**src/km_params.svh**
```systemverilog
`ifndef KM_PARAMS_SVH
`define KM_PARAMS_SVH

// Datapath widths
`define KM_DATA_W   8
`define KM_DIMS     3
`define KM_CENTS    3
`define KM_IDX_W    2
// Two data widths for the square plus 2 bits of growth for the sum of three
`define KM_DIST_W   18
`define KM_SUM_W    16
`define KM_COUNT_W  9

// Point accepted to assignment out, in cycles
`define KM_LATENCY  6

// Reset coordinate of each centroid, same value in every dimension
`define KM_CENT0_INIT 0
`define KM_CENT1_INIT 1
`define KM_CENT2_INIT 2

`endif

```
**src/km_pkg.sv**
```systemverilog
`include "km_params.svh"

package km_pkg;

  // One coordinate
  typedef logic [`KM_DATA_W-1:0] data_t;

  // Dimension 0 sits in the low bits
  typedef data_t [`KM_DIMS-1:0] point_t;

  typedef logic [`KM_IDX_W-1:0] idx_t;

  typedef logic [`KM_DIST_W-1:0] dist_t;

  // All centroids side by side, centroid 0 in the low bits
  typedef point_t [`KM_CENTS-1:0] cent_set_t;

  typedef dist_t [`KM_CENTS-1:0] dist_set_t;

  // Per-dimension sum, wraps modulo its width
  typedef logic [`KM_SUM_W-1:0] sum_t;

  typedef sum_t [`KM_DIMS-1:0] sum_vec_t;

  typedef logic [`KM_COUNT_W-1:0] count_t;

endpackage

```
**src/km_accumulator.sv**
```systemverilog
`timescale 1ns/1ps
`include "km_params.svh"

module km_accumulator (
  input  logic             clk,
  input  logic             rst,
  input  logic             i_clear,
  input  logic             i_acc_valid,
  input  km_pkg::idx_t     i_acc_idx,
  input  km_pkg::point_t   i_acc_point,
  input  logic             i_rd_en,
  input  km_pkg::idx_t     i_rd_idx,
  output logic             o_rd_valid,
  output km_pkg::sum_vec_t o_rd_sum,
  output km_pkg::count_t   o_rd_count
);

  // One sum vector and one member count per centroid
  km_pkg::sum_vec_t sums   [`KM_CENTS];
  km_pkg::count_t   counts [`KM_CENTS];

  logic acc_idx_ok;
  logic rd_idx_ok;

  assign acc_idx_ok = (i_acc_idx < km_pkg::idx_t'(`KM_CENTS));
  assign rd_idx_ok  = (i_rd_idx < km_pkg::idx_t'(`KM_CENTS));

  // Clear wins over an accumulation on the same edge
  always_ff @(posedge clk) begin
    if (rst || i_clear) begin
      for (int c = 0; c < `KM_CENTS; c++) begin
        sums[c]   <= '0;
        counts[c] <= '0;
      end
    end else if (i_acc_valid && acc_idx_ok) begin
      for (int d = 0; d < `KM_DIMS; d++) begin
        sums[i_acc_idx][d] <= sums[i_acc_idx][d] + km_pkg::sum_t'(i_acc_point[d]);
      end
      counts[i_acc_idx] <= counts[i_acc_idx] + km_pkg::count_t'(1);
    end
  end

  // Read strobe, one cycle behind the request
  always_ff @(posedge clk) begin
    if (rst) begin
      o_rd_valid <= 1'b0;
    end else begin
      o_rd_valid <= i_rd_en;
    end
  end

  // Samples the stored value before any update on the same edge
  always_ff @(posedge clk) begin
    if (i_rd_en) begin
      if (rd_idx_ok) begin
        o_rd_sum   <= sums[i_rd_idx];
        o_rd_count <= counts[i_rd_idx];
      end else begin
        o_rd_sum   <= '0;
        o_rd_count <= '0;
      end
    end
  end

endmodule

```
**src/km_argmin.sv**
```systemverilog
`timescale 1ns/1ps

module km_argmin (
  input  logic              clk,
  input  logic              rst,
  input  km_pkg::dist_set_t i_dists,
  output km_pkg::idx_t      o_idx,
  output km_pkg::dist_t     o_dist
);

  // Stage 1 winner of 0 against 1, and centroid 2 passed along
  km_pkg::idx_t  s1_idx;
  km_pkg::dist_t s1_dist;
  km_pkg::dist_t s1_pass_dist;

  // Stage 2 overall winner
  km_pkg::idx_t  s2_idx;
  km_pkg::dist_t s2_dist;

  // Strict less-than, so an equal distance goes to the higher index
  always_ff @(posedge clk) begin
    if (rst) begin
      s1_idx       <= '0;
      s1_dist      <= '0;
      s1_pass_dist <= '0;
      s2_idx       <= '0;
      s2_dist      <= '0;
      o_idx        <= '0;
      o_dist       <= '0;
    end else begin
      if (i_dists[0] < i_dists[1]) begin
        s1_idx  <= km_pkg::idx_t'(0);
        s1_dist <= i_dists[0];
      end else begin
        s1_idx  <= km_pkg::idx_t'(1);
        s1_dist <= i_dists[1];
      end
      s1_pass_dist <= i_dists[2];

      if (s1_dist < s1_pass_dist) begin
        s2_idx  <= s1_idx;
        s2_dist <= s1_dist;
      end else begin
        s2_idx  <= km_pkg::idx_t'(2);
        s2_dist <= s1_pass_dist;
      end

      // Output register
      o_idx  <= s2_idx;
      o_dist <= s2_dist;
    end
  end

endmodule

```
**src/km_centroid_regs.sv**
```systemverilog
`timescale 1ns/1ps
`include "km_params.svh"

module km_centroid_regs (
  input  logic              clk,
  input  logic              rst,
  input  logic              i_cent_wr,
  input  km_pkg::idx_t      i_cent_idx,
  input  km_pkg::point_t    i_cent_point,
  output km_pkg::cent_set_t o_cents
);

  // Reset points, one value replicated over every dimension
  localparam km_pkg::point_t CENT0_RST = {`KM_DIMS{km_pkg::data_t'(`KM_CENT0_INIT)}};
  localparam km_pkg::point_t CENT1_RST = {`KM_DIMS{km_pkg::data_t'(`KM_CENT1_INIT)}};
  localparam km_pkg::point_t CENT2_RST = {`KM_DIMS{km_pkg::data_t'(`KM_CENT2_INIT)}};

  logic idx_ok;

  // Index 3 has no centroid behind it
  assign idx_ok = (i_cent_idx < km_pkg::idx_t'(`KM_CENTS));

  always_ff @(posedge clk) begin
    if (rst) begin
      o_cents[0] <= CENT0_RST;
      o_cents[1] <= CENT1_RST;
      o_cents[2] <= CENT2_RST;
    end else if (i_cent_wr && idx_ok) begin
      // Visible to points accepted from the next cycle on
      o_cents[i_cent_idx] <= i_cent_point;
    end
  end

endmodule

```
**src/km_delay_line.sv**
```systemverilog
`timescale 1ns/1ps

module km_delay_line #(
  parameter type T     = logic,
  parameter int  DEPTH = 6
) (
  input  logic clk,
  input  logic rst,
  input  T     i_data,
  output T     o_data
);

  T stages [DEPTH];

  always_ff @(posedge clk) begin
    if (rst) begin
      for (int i = 0; i < DEPTH; i++) begin
        stages[i] <= '0;
      end
    end else begin
      stages[0] <= i_data;
      for (int i = 1; i < DEPTH; i++) begin
        stages[i] <= stages[i-1];
      end
    end
  end

  assign o_data = stages[DEPTH-1];

endmodule

```
**src/km_distance.sv**
```systemverilog
`timescale 1ns/1ps
`include "km_params.svh"

module km_distance (
  input  logic              clk,
  input  logic              rst,
  input  km_pkg::point_t    i_point,
  input  km_pkg::cent_set_t i_cents,
  output km_pkg::dist_set_t o_dists
);

  // Stage 1 absolute differences, per centroid and dimension
  km_pkg::data_t absdiff [`KM_CENTS][`KM_DIMS];

  // Squares feed the first add stage directly
  logic [2*`KM_DATA_W-1:0] sq [`KM_CENTS][`KM_DIMS];

  // Stage 2 partial sums
  km_pkg::dist_t pair_sum [`KM_CENTS];
  km_pkg::dist_t last_sq  [`KM_CENTS];

  always_ff @(posedge clk) begin
    if (rst) begin
      for (int c = 0; c < `KM_CENTS; c++) begin
        for (int d = 0; d < `KM_DIMS; d++) begin
          absdiff[c][d] <= '0;
        end
      end
    end else begin
      for (int c = 0; c < `KM_CENTS; c++) begin
        for (int d = 0; d < `KM_DIMS; d++) begin
          // Unsigned operands, so take the larger minus the smaller
          if (i_cents[c][d] > i_point[d]) begin
            absdiff[c][d] <= i_cents[c][d] - i_point[d];
          end else begin
            absdiff[c][d] <= i_point[d] - i_cents[c][d];
          end
        end
      end
    end
  end

  always_comb begin
    for (int c = 0; c < `KM_CENTS; c++) begin
      for (int d = 0; d < `KM_DIMS; d++) begin
        sq[c][d] = absdiff[c][d] * absdiff[c][d];
      end
    end
  end

  // Two add stages, dims 0 and 1 first, then dim 2 joins
  always_ff @(posedge clk) begin
    if (rst) begin
      for (int c = 0; c < `KM_CENTS; c++) begin
        pair_sum[c] <= '0;
        last_sq[c]  <= '0;
        o_dists[c]  <= '0;
      end
    end else begin
      for (int c = 0; c < `KM_CENTS; c++) begin
        pair_sum[c] <= km_pkg::dist_t'(sq[c][0]) + km_pkg::dist_t'(sq[c][1]);
        last_sq[c]  <= km_pkg::dist_t'(sq[c][2]);
        o_dists[c]  <= pair_sum[c] + last_sq[c];
      end
    end
  end

endmodule

```
**src/km_top.sv**
```systemverilog
`timescale 1ns/1ps
`include "km_params.svh"

module km_top (
  input  logic             clk,
  input  logic             rst,
  // Host centroid write
  input  logic             i_cent_wr,
  input  km_pkg::idx_t     i_cent_idx,
  input  km_pkg::point_t   i_cent_point,
  // Point stream
  input  logic             i_valid,
  input  km_pkg::point_t   i_point,
  // Accumulator control and read-back
  input  logic             i_clear,
  input  logic             i_rd_en,
  input  km_pkg::idx_t     i_rd_idx,
  output logic             o_assign_valid,
  output km_pkg::idx_t     o_assign_idx,
  output km_pkg::dist_t    o_assign_dist,
  output km_pkg::point_t   o_assign_point,
  output logic             o_rd_valid,
  output km_pkg::sum_vec_t o_rd_sum,
  output km_pkg::count_t   o_rd_count
);

  km_pkg::cent_set_t cents;
  km_pkg::dist_set_t dists;

  km_centroid_regs u_cent_regs (
    .clk          (clk),
    .rst          (rst),
    .i_cent_wr    (i_cent_wr),
    .i_cent_idx   (i_cent_idx),
    .i_cent_point (i_cent_point),
    .o_cents      (cents)
  );

  // Distance stages, 3 cycles
  km_distance u_distance (
    .clk     (clk),
    .rst     (rst),
    .i_point (i_point),
    .i_cents (cents),
    .o_dists (dists)
  );

  // Compare tree, 3 more cycles
  km_argmin u_argmin (
    .clk     (clk),
    .rst     (rst),
    .i_dists (dists),
    .o_idx   (o_assign_idx),
    .o_dist  (o_assign_dist)
  );

  // Point and valid travel beside the arithmetic
  km_delay_line #(
    .T     (km_pkg::point_t),
    .DEPTH (`KM_LATENCY)
  ) u_point_dly (
    .clk    (clk),
    .rst    (rst),
    .i_data (i_point),
    .o_data (o_assign_point)
  );

  km_delay_line #(
    .T     (logic),
    .DEPTH (`KM_LATENCY)
  ) u_valid_dly (
    .clk    (clk),
    .rst    (rst),
    .i_data (i_valid),
    .o_data (o_assign_valid)
  );

  // Lands one edge after the assignment shows up
  km_accumulator u_accumulator (
    .clk         (clk),
    .rst         (rst),
    .i_clear     (i_clear),
    .i_acc_valid (o_assign_valid),
    .i_acc_idx   (o_assign_idx),
    .i_acc_point (o_assign_point),
    .i_rd_en     (i_rd_en),
    .i_rd_idx    (i_rd_idx),
    .o_rd_valid  (o_rd_valid),
    .o_rd_sum    (o_rd_sum),
    .o_rd_count  (o_rd_count)
  );

endmodule

```
**config.mk**
```make
export PLATFORM = sky130hd
export DESIGN_NAME = km_top
export DESIGN_NICKNAME = d
export VERILOG_FILES = /design/src/km_pkg.sv /design/src/km_accumulator.sv /design/src/km_argmin.sv /design/src/km_centroid_regs.sv /design/src/km_delay_line.sv /design/src/km_distance.sv /design/src/km_top.sv
export VERILOG_INCLUDE_DIRS = /design/src /design/src/src
export SDC_FILE = /design/constraint.sdc
export NUM_CORES = 2
export LEC_CHECK = 0
export BUFFER_PORTS_ARGS = -buffer_cell sky130_fd_sc_hd__buf_2
export CORE_MARGIN = 5
export CORE_UTILIZATION = 60
export CTS_CLUSTER_DIAMETER = 80
export DETAILED_ROUTE_END_ITERATION = 12
export PLACE_DENSITY = 0.77
export SLEW_MARGIN = 15
export SYNTH_ARGS = -nofsm -noshare
export SYNTH_HDL_FRONTEND = slang
export SYNTH_SLANG_ARGS = --single-unit
```
**constraint.sdc**
```tcl
create_clock -name clk -period 9.2 [get_ports clk]
set_input_delay 1.38 -clock clk [delete_from_list [all_inputs] [get_ports clk]]
set_output_delay 1.38 -clock clk [all_outputs]
set_load 0.05 [all_outputs]
```
==> run_results.csv <==
group,metric,value,unit
clock_network,cts.repair.resized,0,
global_route,grt_pass1_wl,194000,microns
global_route,antenna_found_initial,4,
logic_synthesis,synth_cell_types,89,
critical_path,critPathLaunchType,"flip-flop",
die,core_area,87200,sq um
finish,utilization,66.7,%
finish,areaGrowthSynthToFinish,9.94,%
sta,maxSlewHeadroom,35.9,%
logic_synthesis,synth_top_flop_cell,"dfxtp_1",
drt,remaining_drc_errors,0,
die,num_rows,108,
critical_path,criticalPathCategory,"reg2reg",
finish,finalNonFillerCells,6639,
drt,drt-total-wl,120000,microns
power,p_leak,26.6,nW
clock_network,cts_made_buffers,88,
logic_synthesis,postSynthCellCount,5191,
global_route,first_global_vias,37256,
clock_network,clock_tree.buffer_depth,3,
clock_network,cts.sinks,807,
clock_network,clockRootBuffer,"clkbuf_16",
finish,multi_input_area,30400,sq um
finish,drive_gt1_share,8.26,%
run_status,outcome,"complete, no violations",
sta,rsz0062_at_grt,"no",
logic_synthesis,synth_area,52900,sq um
logic_synthesis,ys_seq_area_share,37.3,%
drt,num_vias,36602,
drt,drt_iter0_markers,2676,
critical_path,crit_path_max_fanout,9,
die,pin_count,161,
clock_network,post_cts_buffers,0,
sta,setup-violations-final,0,
critical_path,worstPathCellList,"and2_1 > fa_1 > inv_1 > fa_1 > inv_1 > fa_1 > fa_1 > fa_1 > inv_1 > fa_1 > inv_1 > ha_1 > or4_1 > o21ai_0 > o21ai_0 > xnor2_1 > nor2_1",
clock_network,holdBufCountCts,0,
logic_synthesis,syn_area_per_cell,10.2,sq um
logic_synthesis,ys_async_sr_fraction,0,%
critical_path,arrival,6.30,ns
sta,period_minus_slack,5.80,ns
die,start_util,60.7,%
clock_network,htree_levels,3,
finish,layout_common_cells,"inv_1 (636), nor2_1 (508), ha_1 (501)",
placed_design,place_inst,6471,
critical_path,cp_slowest_cell,"edfxtp_1",
finish,fin_nets,6289,
critical_path,critPathRequiredTime,9.70,ns
critical_path,worst_setup_path_end_kind,"flip-flop",
die,die_x,307,microns
die,die-area,94200,sq um
sta,fmax,0.172,GHz
clock_network,clk_pin_slew_worst_paths,0.06,ns
job,drv_cap,0,
clock_network,clock_latency,0.65,ns
finish,fillers,6807,
sta,clock_skew,0.0463,ns
die,fp.dieH,307,microns
power,ir_drop,0.421,mV
logic_synthesis,ys_warn_count,0,
logic_synthesis,synth_edf_count,357,
logic_synthesis,synth-seq-cells,807,
sta,slew_violations,0,
critical_path,worst_path_largest_cell_delay,0.56,ns
clock_network,tritoncts,"yes",
global_route,grt_max_degree,180,
drt,wl_per_cell,18.1,microns
drt,vias_per_cell,5.51,
global_route,track_usage,25.4,%
placed_design,hpwlAfterDp,88300,microns
sta,hold_viol,0,
logic_synthesis,synth_top_area_share,20.3,%
drt,drtAntennaViolNets,0,
power,powerDensity,271,nW/um^2
global_route,grt-ovfl-total,0,
sta,setup_tns,0,ns
sta,tightestPinTransition,0.962,ns
logic_synthesis,yosysTopAreaCell,"edfxtp_1",
finish,final_common_cell,"inv_1",
finish,seq_area,19700,sq um
worst_hold_path,holdCritPathClass,"reg2reg",
placed_design,place_congestion,0.929,
drt,drt-pass1-iter-count,5,
critical_path,path_common_cell,"fa_1",
sta,period_share,63.1,%
logic_synthesis,ys_top_cells_by_area,"edfxtp_1 (20%), dfxtp_1 (17%), fa_1 (12%)",
placed_design,io_buffers,160,
critical path, delay by kind of cell (launching register included):
family / cells / cell delay (ns)
adders and majority gates: 7 / 3.23
AOI/OAI and AO/OA: 2 / 0.70
DFF: 1 / 0.56
xor gates and xnor gates: 1 / 0.19
buffers and inverters: 4 / 0.19
and+or+nand+nor: 3 / 0.78
per-stage QoR:
step	hold WS (ns)	total power, W	instance area (sq um)	worst slack [ns]
after floorplan	0.414	0.0104	53400	3.81
after global placement	0.416	0.0118	55000	3.56
after detailed placement	0.421	0.0120	55000	3.42
after CTS	0.432	0.0158	58100	3.38
after global routing	0.442	0.0170	58100	3.03
final	0.419	0.0157	58100	3.40
final cells by class:
| type | count | area share (%) |
|---|---|---|
| Antenna cell | 2 | 0.00861 |
| Clock buffer | 126 | 4.42 |
| Clock inverter | 40 | 1.01 |
| Inverter | 636 | 4.11 |
| Multi-Input combinational cell | 3690 | 52.3 |
| Sequential cell | 807 | 33.9 |
| Tap cell | 1155 | 2.49 |
| Timing Repair Buffer | 183 | 1.72 |
registers in the layout, indices dropped and copies added (netlist names), 9 cells and up:
| register | flops |
|---|---|
| u_accumulator.o_rd_sum | 48 |
| u_accumulator.o_rd_count | 9 |
| u_distance.o_dists | 54 |
| u_argmin.s2_dist | 18 |
| u_argmin.s1_dist | 18 |
| u_argmin.o_dist | 18 |
| u_accumulator.counts | 36 |
| u_accumulator.sums | 192 |
| u_argmin.s1_pass_dist | 18 |
| u_distance.last_sq | 45 |
| u_cent_regs.o_cents | 72 |
| u_distance.absdiff | 72 |
| u_point_dly.stages | 144 |
| u_distance.pair_sum | 51 |
power breakdown:
group / internal [W] / switching, W
sequential: 0.00423 / 0.000284
combinational: 0.00320 / 0.00428
clock: 0.00223 / 0.00151
total: 0.00966 / 0.00607
worst paths after layout:
check                       startpoint  depth (start not counted)  slack (ns)                          to
min reg2reg   u_point_dly.stages[3][3]                          1        0.42    u_point_dly.stages[4][3]
min           u_point_dly.stages[3][3]                          1        0.42    u_point_dly.stages[4][3]
max          u_distance.absdiff[0][69]                         17        3.40  u_distance.pair_sum[0][46]
max reg2reg  u_distance.absdiff[0][69]                         17        3.40  u_distance.pair_sum[0][46]
cells by family (layout without fill, tap and decap cells):
logic type,count (synthesis),count (layout),share of synthesized area [%]
xor+xnor,206,206,3.58
simple gates,1592,1592,14.6
buf+inv,821,985,6.14
flops,807,807,37.3
compound gates,725,725,8.70
mux,213,213,5.50
other cells,2,131,0.0142
fa+ha+maj,825,825,24.1
cells in the mapped netlist (12+ instances only):
master / n
buf_2: 24
and3_1: 21
a311oi_1: 12
inv_1: 636
ha_1: 501
dfxtp_1: 450
a211o_1: 12
a21oi_1: 215
xor2_1: 89
nor2_1: 508
a31oi_1: 22
mux4_2: 49
nand2_1: 378
edfxtp_1: 357
nand3b_1: 16
a21o_1: 90
fa_1: 324
mux2_2: 22
nand2b_1: 58
o21a_1: 31
and2_1: 152
nor2b_1: 269
nor3_1: 53
clkbuf_1: 138
mux2i_1: 131
nand3_1: 42
nand4_1: 25
o21ai_0: 174
or3_1: 16
xnor2_1: 107
a211oi_1: 52
o21bai_1: 23
o211ai_1: 15
routing by layer:
metal  GRT usage (%)  part of all wire (%)  up-vias
met5               0                     0        -
li1                -                     -    17616
met3            2.86                   5.3      233
met4            8.81                   3.7        0
met2            44.3                    49     1054
met1            33.2                    42    17699
Power figures use the tool's default switching activity.
